### config.mk
export PLATFORM = sky130hd
export DESIGN_NAME = tx_top
export DESIGN_NICKNAME = d
export VERILOG_FILES = /design/src/hdl/tx_pack.sv /design/src/hdl/tx_top.sv /design/src/hdl/output_buf_tx.sv /design/src/hdl/qr_4t1_mux.sv /design/src/hdl/hr_16t4_mux.sv /design/src/hdl/tx_cfg_port.sv /design/src/hdl/clk_div_chain.sv
export SDC_FILE = /design/constraint.sdc
export NUM_CORES = 1
export LEC_CHECK = 0
export BUFFER_PORTS_ARGS = -buffer_cell sky130_fd_sc_hd__buf_2
export CORE_AREA = 2 2 86 88
export DETAILED_ROUTE_END_ITERATION = 7
export DIE_AREA = 0 0 88 90
export PLACE_DENSITY = 0.54
export SYNTH_ARGS = -nofsm -noshare
export SYNTH_HDL_FRONTEND = slang
export SYNTH_HIERARCHICAL = 1
export SYNTH_SLANG_ARGS = --single-unit
### constraint.sdc
create_clock -name mdll_clk -period 2.4 [get_ports mdll_clk]
set_input_delay 0.72 -clock mdll_clk [delete_from_list [all_inputs] [get_ports mdll_clk]]
set_output_delay 0.72 -clock mdll_clk [all_outputs]
set_load 0.01 [all_outputs]
### src/hdl/tx_pack.sv
package tx_pack;

    // Data path widths
    localparam int WORD_W    = 16;                // Parallel word from data source
    localparam int GRP_W     = 4;                 // Quarter-rate group
    localparam int N_GRP     = WORD_W / GRP_W;    // Groups per word
    localparam int GRP_SEL_W = $clog2(N_GRP);     // Group pointer width

    // Divider chain
    localparam int CNT_W  = $clog2(WORD_W);       // One count per bit of a word
    localparam int TICK_W = $clog2(GRP_W);        // Low counter bits for qr strobe

    // Bit-delay standing in for the interpolators
    localparam int PHASE_W = 2;
    localparam int N_TAP   = 2**PHASE_W;          // Taps 0..3 bit periods

    // Sampling edge to first bit on dout_p, phase code 0
    localparam int TX_LAT = 3;
    // Config travels this many cycles behind the commit to meet the word's first bit
    localparam int CFG_ALIGN = TX_LAT - 1;

    typedef struct packed {
        logic [PHASE_W-1:0] phase;  // Whole bit periods of delay
        logic               invert; // Output polarity
        logic               drv_en; // Driver on
    } tx_cfg_t;

    // Driver off, no delay, normal polarity
    localparam tx_cfg_t CFG_RESET = '{phase: '0, invert: 1'b0, drv_en: 1'b0};

    // Four-phase config receiver
    typedef enum logic [1:0] {
        CFG_IDLE,   // Waiting for req
        CFG_PEND,   // Holding request until word boundary
        CFG_ACK     // Committed, ack high until req drops
    } cfg_state_e;

endpackage
### src/hdl/tx_top.sv
`timescale 1ns/1ps

module tx_top import tx_pack::*; (
    input  wire logic              mdll_clk,    // Bit clock, one bit per cycle
    input  wire logic              rst,         // Sync, active high
    input  wire logic [WORD_W-1:0] din,         // Held stable while clk_prbsgen is high
    input  wire logic              cfg_req,
    input  wire tx_cfg_t           cfg,
    output logic                   cfg_ack,
    output logic                   clk_prbsgen, // Word strobe to the data source
    output logic                   dout_p,
    output logic                   dout_n
);

    logic             qr_tick;    // Quarter-rate strobe
    logic [GRP_W-1:0] qr_data;    // Current nibble, MSB first
    logic             mtb;        // Mux to buffer, serial bit
    tx_cfg_t          cfg_active; // Committed config

    // Strobes in place of the divide-by-2 cascade
    clk_div_chain div0 (
        .mdll_clk    (mdll_clk),
        .rst         (rst),
        .qr_tick     (qr_tick),
        .clk_prbsgen (clk_prbsgen)
    );

    // Config handshake, commits on word boundary
    tx_cfg_port cfg0 (
        .mdll_clk    (mdll_clk),
        .rst         (rst),
        .cfg_req     (cfg_req),
        .cfg         (cfg),
        .clk_prbsgen (clk_prbsgen),
        .cfg_ack     (cfg_ack),
        .cfg_active  (cfg_active)
    );

    // 16 to 4
    hr_16t4_mux hr_mux_16t4_0 (
        .mdll_clk    (mdll_clk),
        .rst         (rst),
        .din         (din),
        .clk_prbsgen (clk_prbsgen),
        .qr_tick     (qr_tick),
        .qr_data     (qr_data)
    );

    // 4 to 1
    qr_4t1_mux qr_mux_4t1_0 (
        .mdll_clk (mdll_clk),
        .rst      (rst),
        .qr_data  (qr_data),
        .qr_tick  (qr_tick),
        .mtb      (mtb)
    );

    // Phase delay, polarity and differential driver
    output_buf_tx buf1 (
        .mdll_clk   (mdll_clk),
        .rst        (rst),
        .mtb        (mtb),
        .cfg_active (cfg_active),
        .dout_p     (dout_p),
        .dout_n     (dout_n)
    );

endmodule

### src/hdl/output_buf_tx.sv
`timescale 1ns/1ps

module output_buf_tx import tx_pack::*; (
    input  wire logic    mdll_clk,
    input  wire logic    rst,
    input  wire logic    mtb,        // Serial bit from qr mux
    input  wire tx_cfg_t cfg_active, // Changes on word strobe only
    output logic         dout_p,
    output logic         dout_n
);

    logic [N_TAP-1:0] dly;                          // Tap 0 is the output register
    tx_cfg_t          cfg_pipe [CFG_ALIGN+N_TAP-1]; // Config follows the data down the pipe
    tx_cfg_t          cfg_out;                      // Config at the pad
    logic             bit_sel;

    // Delay line, one bit period per tap
    always_ff @(posedge mdll_clk) begin
        dly <= {dly[N_TAP-2:0], mtb};
    end

    // Delay the config to the cycle where the new word's first bit reaches tap 0
    // Extra stages keep it while that bit walks down to the deepest tap
    always_ff @(posedge mdll_clk) begin
        if (rst) begin
            for (int i = 0; i < CFG_ALIGN+N_TAP-1; i++) begin
                cfg_pipe[i] <= CFG_RESET;
            end
        end else begin
            cfg_pipe[0] <= cfg_active;
            for (int i = 1; i < CFG_ALIGN+N_TAP-1; i++) begin
                cfg_pipe[i] <= cfg_pipe[i-1];
            end
        end
    end

    // Stage CFG_ALIGN-1+j holds a config whose first bit reached tap 0 j cycles ago
    // Newest config whose own phase has already brought its word to the pad
    // Deepest stage always qualifies, so the old word's tail keeps the old config
    always_comb begin
        cfg_out = cfg_pipe[CFG_ALIGN+N_TAP-2];
        for (int j = N_TAP-2; j >= 0; j--) begin
            if (int'(cfg_pipe[CFG_ALIGN-1+j].phase) <= j) begin
                cfg_out = cfg_pipe[CFG_ALIGN-1+j];
            end
        end
    end

    // Bit-slip by phase code, then polarity
    assign bit_sel = dly[cfg_out.phase] ^ cfg_out.invert;

    // Differential pair, both low when the driver is off
    assign dout_p = cfg_out.drv_en & bit_sel;
    assign dout_n = cfg_out.drv_en & ~bit_sel;

endmodule

### src/hdl/qr_4t1_mux.sv
`timescale 1ns/1ps

module qr_4t1_mux import tx_pack::*; (
    input  wire logic             mdll_clk,
    input  wire logic             rst,
    input  wire logic [GRP_W-1:0] qr_data, // Nibble from the hr mux
    input  wire logic             qr_tick, // Load strobe
    output logic                  mtb      // Serial bit to buffer
);

    logic [GRP_W-1:0] shreg;

    // Load on the tick, shift on the three cycles between
    // Bits leave back to back with no gap between groups
    always_ff @(posedge mdll_clk) begin
        if (rst) begin
            shreg <= '0;
        end else if (qr_tick) begin
            shreg <= qr_data;                         // MSB out next cycle
        end else begin
            shreg <= {shreg[GRP_W-2:0], 1'b0};        // Move next bit up
        end
    end

    assign mtb = shreg[GRP_W-1]; // MSB first

endmodule

### src/hdl/hr_16t4_mux.sv
`timescale 1ns/1ps

module hr_16t4_mux import tx_pack::*; (
    input  wire logic              mdll_clk,
    input  wire logic              rst,
    input  wire logic [WORD_W-1:0] din,
    input  wire logic              clk_prbsgen, // Sample din at end of this cycle
    input  wire logic              qr_tick,     // Advance to next nibble
    output logic      [GRP_W-1:0]  qr_data
);

    // Word held as nibbles, group 0 goes out first
    logic [N_GRP-1:0][GRP_W-1:0] word_q;
    logic [GRP_SEL_W-1:0]        grp_ptr; // Nibble on qr_data

    // Reorder into MSB-first groups
    // Group g carries din[15-4g] down to din[12-4g]
    always_ff @(posedge mdll_clk) begin
        if (rst) begin
            word_q <= '0; // Keeps the idle stream defined
        end else if (clk_prbsgen) begin
            for (int g = 0; g < N_GRP; g++) begin
                word_q[g] <= din[WORD_W-1-g*GRP_W -: GRP_W];
            end
        end
    end

    // Group pointer
    always_ff @(posedge mdll_clk) begin
        if (rst) begin
            grp_ptr <= '0;
        end else if (clk_prbsgen) begin
            grp_ptr <= '0;             // Realign with each new word
        end else if (qr_tick) begin
            grp_ptr <= grp_ptr + 1'b1; // Next nibble, wraps after the last
        end
    end

    // Valid at each qr_tick, first group one cycle after the word is sampled
    assign qr_data = word_q[grp_ptr];

endmodule

### src/hdl/tx_cfg_port.sv
`timescale 1ns/1ps

module tx_cfg_port import tx_pack::*; (
    input  wire logic    mdll_clk,
    input  wire logic    rst,
    input  wire logic    cfg_req,     // Four-phase request
    input  wire tx_cfg_t cfg,         // Stable while cfg_req high
    input  wire logic    clk_prbsgen, // Word boundary
    output logic         cfg_ack,
    output tx_cfg_t      cfg_active   // Applied config
);

    cfg_state_e state;
    tx_cfg_t    cfg_pend; // Taken on req, waits for boundary

    // Handshake FSM and active config
    always_ff @(posedge mdll_clk) begin
        if (rst) begin
            state      <= CFG_IDLE;
            cfg_active <= CFG_RESET; // Driver off after reset
        end else begin
            case (state)
                CFG_IDLE: begin
                    if (cfg_req) begin
                        state <= CFG_PEND;
                    end
                end
                CFG_PEND: begin
                    // Only change on the word strobe, never mid-word
                    if (clk_prbsgen) begin
                        cfg_active <= cfg_pend;
                        state      <= CFG_ACK;
                    end
                end
                CFG_ACK: begin
                    if (!cfg_req) begin
                        state <= CFG_IDLE; // Ack drops next cycle
                    end
                end
                default: begin
                    state <= CFG_IDLE;
                end
            endcase
        end
    end

    // Capture request payload
    always_ff @(posedge mdll_clk) begin
        if (state == CFG_IDLE && cfg_req) begin
            cfg_pend <= cfg;
        end
    end

    assign cfg_ack = (state == CFG_ACK); // Straight from state, glitch free

endmodule

### src/hdl/clk_div_chain.sv
`timescale 1ns/1ps

module clk_div_chain import tx_pack::*; (
    input  wire logic mdll_clk,
    input  wire logic rst,
    output logic      qr_tick,     // Every GRP_W cycles
    output logic      clk_prbsgen  // Every WORD_W cycles
);

    // Free-running bit counter
    // Position within the word, 0 in the cycle after the word strobe
    logic [CNT_W-1:0] cnt;

    always_ff @(posedge mdll_clk) begin
        if (rst) begin
            cnt <= '0;
        end else begin
            cnt <= cnt + 1'b1; // Wraps every word
        end
    end

    // Quarter-rate strobe on counts 0, 4, 8, 12
    // Lands one cycle after the word strobe so the first nibble is ready
    assign qr_tick = (cnt[TICK_W-1:0] == '0);

    // Word strobe on the last count, first in cycle 15 after reset
    assign clk_prbsgen = (cnt == '1);

endmodule

==> impl_metrics.json <==
{
  "status": "finished, violations left",
  "violations": "negative setup slack",
  "fill_cells": 700,
  "grt_pass1_vias": 1335,
  "tightest_slew_ns": 0.521,
  "htreeDepth": 3,
  "setup_slack_ns": -0.197,
  "syn_area_per_cell_um2": 11.6,
  "syn_area_um2": 2260,
  "setup_viol_count_final": 2,
  "holdPathStages": 0,
  "antenna_cells": 0,
  "dieArea_um2": 7920,
  "maxCapViolations": 0,
  "synth_nets": 220,
  "hold_start": "qr_mux_4t1_0/shreg[3]$_SDFF_PP0_",
  "power_density_nw_per_um2": 740,
  "syn_to_final_growth_pct": 19.6,
  "endpoint_kind": "output port",
  "cts_inserted_buffers": 9,
  "die_y_um": 90,
  "drive_gt1_share_pct": 29.1,
  "holdWs_ns": 0.332,
  "drtAntennaViolNets": 0,
  "gr-usage-all-layers_pct": 10.3,
  "io_buffers": 26,
  "finalCritPeriodShare_pct": 108,
  "fin_nets": 254,
  "clock.fmax_mhz": 385,
  "cts_buffer_depth": 2,
  "fp.coreArea_um2": 7020,
  "synth_simple_gate_area_share_pct": 17.1,
  "r2r_end": "cfg0/cfg_active[2]$_SDFFE_PP0P_",
  "place_congestion": 0.698,
  "synth-adder-area-share_pct": 1.11,
  "grt_max_degree": 34,
  "synthCells": 195,
  "avgRoutedWirePerCell_um": 10.8,
  "power_leakage_nw": 1.01,
  "viasPerCell": 4.20,
  "cts_tree": "built",
  "firstDrtPassIters": 4,
  "ys_seq_elements": 60,
  "slew_viol_final": 0,
  "dr_wl_met2_um": 1580,
  "synth_compound_area_share_pct": 5.58,
  "finalClockSkew_ns": 0.00867,
  "timing.final.crit_period_ns": 2.60,
  "grt_setup_unrepaired": "yes",
  "antenna_found_initial": 0,
  "ir_worst_vdd_uv": 313,
  "slew_headroom_pct": 65.2,
  "grt-ovfl-total": 0,
  "min_to": "buf1/dly[0]$_DFF_P_",
  "drc": 0,
  "cp.required_ns": 1.68,
  "dr.max_layer_used": "met4",
  "clk_pin_slew_ns": 0.07,
  "critical_path.max_fanout": 4,
  "r2r_start": "div0/cnt[0]$_SDFF_PP0_",
  "ys_seq_area_share_pct": 54.8,
  "cts-root-buf": "clkbuf_8",
  "synthMuxAreaShare_pct": 17.2,
  "hold_viol": 0,
  "wl_met3_um": 176,
  "synth_top_family_by_area": "multiplexers",
  "dp_hpwl_um": 2470,
  "die_w_um": 88,
  "drtIter0Drc": 52,
  "min_path_type": "flop to flop",
  "initial_core_util_pct": 32.2,
  "core.rowCount": 31,
  "wl_um": 3590,
  "timing.setup.tns_ns": -0.361,
  "synthXorXnorAreaFrac_pct": 0.774,
  "num_vias": 1397,
  "yosysWarnings": 6,
  "reg2regPathDepth": 5,
  "postCtsHoldBufs": 0,
  "grt_pass1_wl_um": 6040,
  "cts_sinks": 60,
  "clk_latency_ns": 0.34,
  "wl_met1_um": 1780,
  "worstSetupStartpointType": "flop",
  "regToRegSetupSlack_ns": 0.67,
  "pin_count": 27,
  "path_class": "flop to output port",
  "critPathArrivalTime_ns": 1.88,
  "synth.distinct_cells": 40
}
## critical path, stage by stage, from the launching register on
cell and delay (ns):
dfxtp_4 0.37, inv_4 0.05, a2111oi_4 0.39, mux2i_1 0.14
mux2i_2 0.22, mux2i_1 0.22, buf_2 0.15
## through the flow
step                instances  setup slack, ns  utilization [%]  cell area (um2)  power [mW]
detailed placement        315            0.106             35.3             2480        1.15
global route              333           -0.333             38.6             2710        2.10
global placement          315            0.179             35.3             2480        1.15
floorplan                 195            0.261                -             2260        1.12
CTS                       332           -0.214             38.4             2690        2.05
finish                    333           -0.197             38.6             2710        2.00
## where the power goes
part	switching, mW	internal [mW]	leakage (nW)
registers	0.0212	1.02	0.493
clock network	0.402	0.481	0.0918
logic	0.0348	0.0448	0.427
total	0.458	1.55	1.01
## final cells by class
cell class	instances	area, um2	share of cell area, %
inverters	5	22.5	0.832
clock buffers	9	124	4.57
clock inverters	7	75.1	2.77
flip-flops and latches	60	1250	46.2
repair buffers	31	168	6.19
multi-input cells	122	945	34.9
well taps	99	124	4.57
## cells in the final DEF, fill, tap and decap left out, drive strengths merged, types with 2 or more instances in the layout
master / synthesis / layout
dfxtp: 56 / 56
buf: 6 / 31
mux2i: 28 / 28
nor2: 27 / 27
nor2b: 21 / 21
nand2b: 10 / 10
clkbuf: 2 / 9
inv: 4 / 5
edfxtp: 4 / 4
mux4: 4 / 4
nand2: 3 / 3
clkinvlp: 0 / 3
clkinv: 1 / 3
and3b: 3 / 3
a311oi: 2 / 2
o21ai: 2 / 2
a211oi: 2 / 2
xnor2: 2 / 2
ha: 2 / 2
nand3: 2 / 2
a21bo: 2 / 2
## synthesized netlist by cell type
library cell | number | area (um2)
a2111oi_4 | 1 | 27.5
a211oi_1 | 2 | 15.0
a21bo_1 | 1 | 10.0
a21bo_2 | 1 | 10.0
a21boi_1 | 1 | 7.51
a21oi_1 | 1 | 5.00
a311oi_1 | 2 | 17.5
and2_1 | 1 | 6.26
and3_2 | 1 | 7.51
and3b_1 | 1 | 8.76
and3b_2 | 2 | 20.0
buf_2 | 2 | 10.0
buf_4 | 1 | 7.51
buf_6 | 3 | 33.8
clkbuf_1 | 2 | 7.51
clkinv_1 | 1 | 3.75
dfxtp_1 | 56 | 1120
edfxtp_1 | 4 | 120
ha_1 | 2 | 25.0
inv_1 | 3 | 11.3
inv_2 | 1 | 3.75
mux2_4 | 1 | 15.0
mux2i_1 | 27 | 270
mux2i_2 | 1 | 13.8
mux4_2 | 4 | 90.1
nand2_1 | 3 | 11.3
nand2b_1 | 10 | 62.6
nand3_1 | 1 | 5.00
nand3_2 | 1 | 10.0
nand3b_1 | 1 | 7.51
nor2_1 | 26 | 97.6
nor2_2 | 1 | 6.26
nor2b_1 | 21 | 131
nor3_1 | 1 | 5.00
nor3b_1 | 1 | 7.51
o211ai_1 | 1 | 7.51
o21ai_1 | 2 | 10.0
o21ba_1 | 1 | 10.0
o22ai_1 | 1 | 6.26
xnor2_1 | 2 | 17.5
## sequential cells by signal, indices dropped and copies added (netlist names)
name,count
div0/cnt,4
qr_mux_4t1_0/shreg,4
hr_mux_16t4_0/grp_ptr,2
hr_mux_16t4_0/word_q,16
buf1/cfg_pipe,20
cfg0/cfg_active,4
cfg0/state,2
buf1/dly,4
cfg0/cfg_pend,4
## how the worst max path moves through the flow
stage / startpoint / endpoint / slack (ns) / depth (start not counted)
after floorplan: buf1/cfg_pipe[0][19]$_SDFF_PP0_ / dout_n / 0.26 / 5
after global placement: buf1/cfg_pipe[0][7]$_SDFF_PP0_ / dout_n / 0.18 / 6
after detailed placement: buf1/cfg_pipe[0][7]$_SDFF_PP0_ / dout_p / 0.11 / 6
after CTS: buf1/cfg_pipe[0][19]$_SDFF_PP0_ / dout_p / -0.21 / 6
after global routing: buf1/cfg_pipe[0][11]$_SDFF_PP0_ / dout_p / -0.33 / 6
final: buf1/cfg_pipe[0][11]$_SDFF_PP0_ / dout_p / -0.20 / 6
## logic make-up after synthesis
logic type | count (synthesis)
AOI/OAI and AO/OA | 14
xor gates and xnor gates | 2
adders and majority gates | 2
buffers and inverters | 13
DFF | 60
muxes | 33
and+or+nand+nor | 71
## per-layer routing
| metal | up-vias | GRT usage, % |
|---|---|---|
| li1 | 731 | - |
| met1 | 636 | 13.2 |
| met2 | 26 | 13.8 |
| met3 | 4 | 6.34 |
| met4 | 0 | 4.23 |
| met5 | - | 0 |
## repair_timing
| action | CTS | global route |
|---|---|---|
| endpoints found under the setup margin | 2 | 2 |
| hold endpoints to repair | 0 | 0 |
| pin swaps | 1 | 1 |
| setup buffers | 1 | 1 |
| resized for setup | 5 | 4 |
Power figures use the tool's default switching activity.
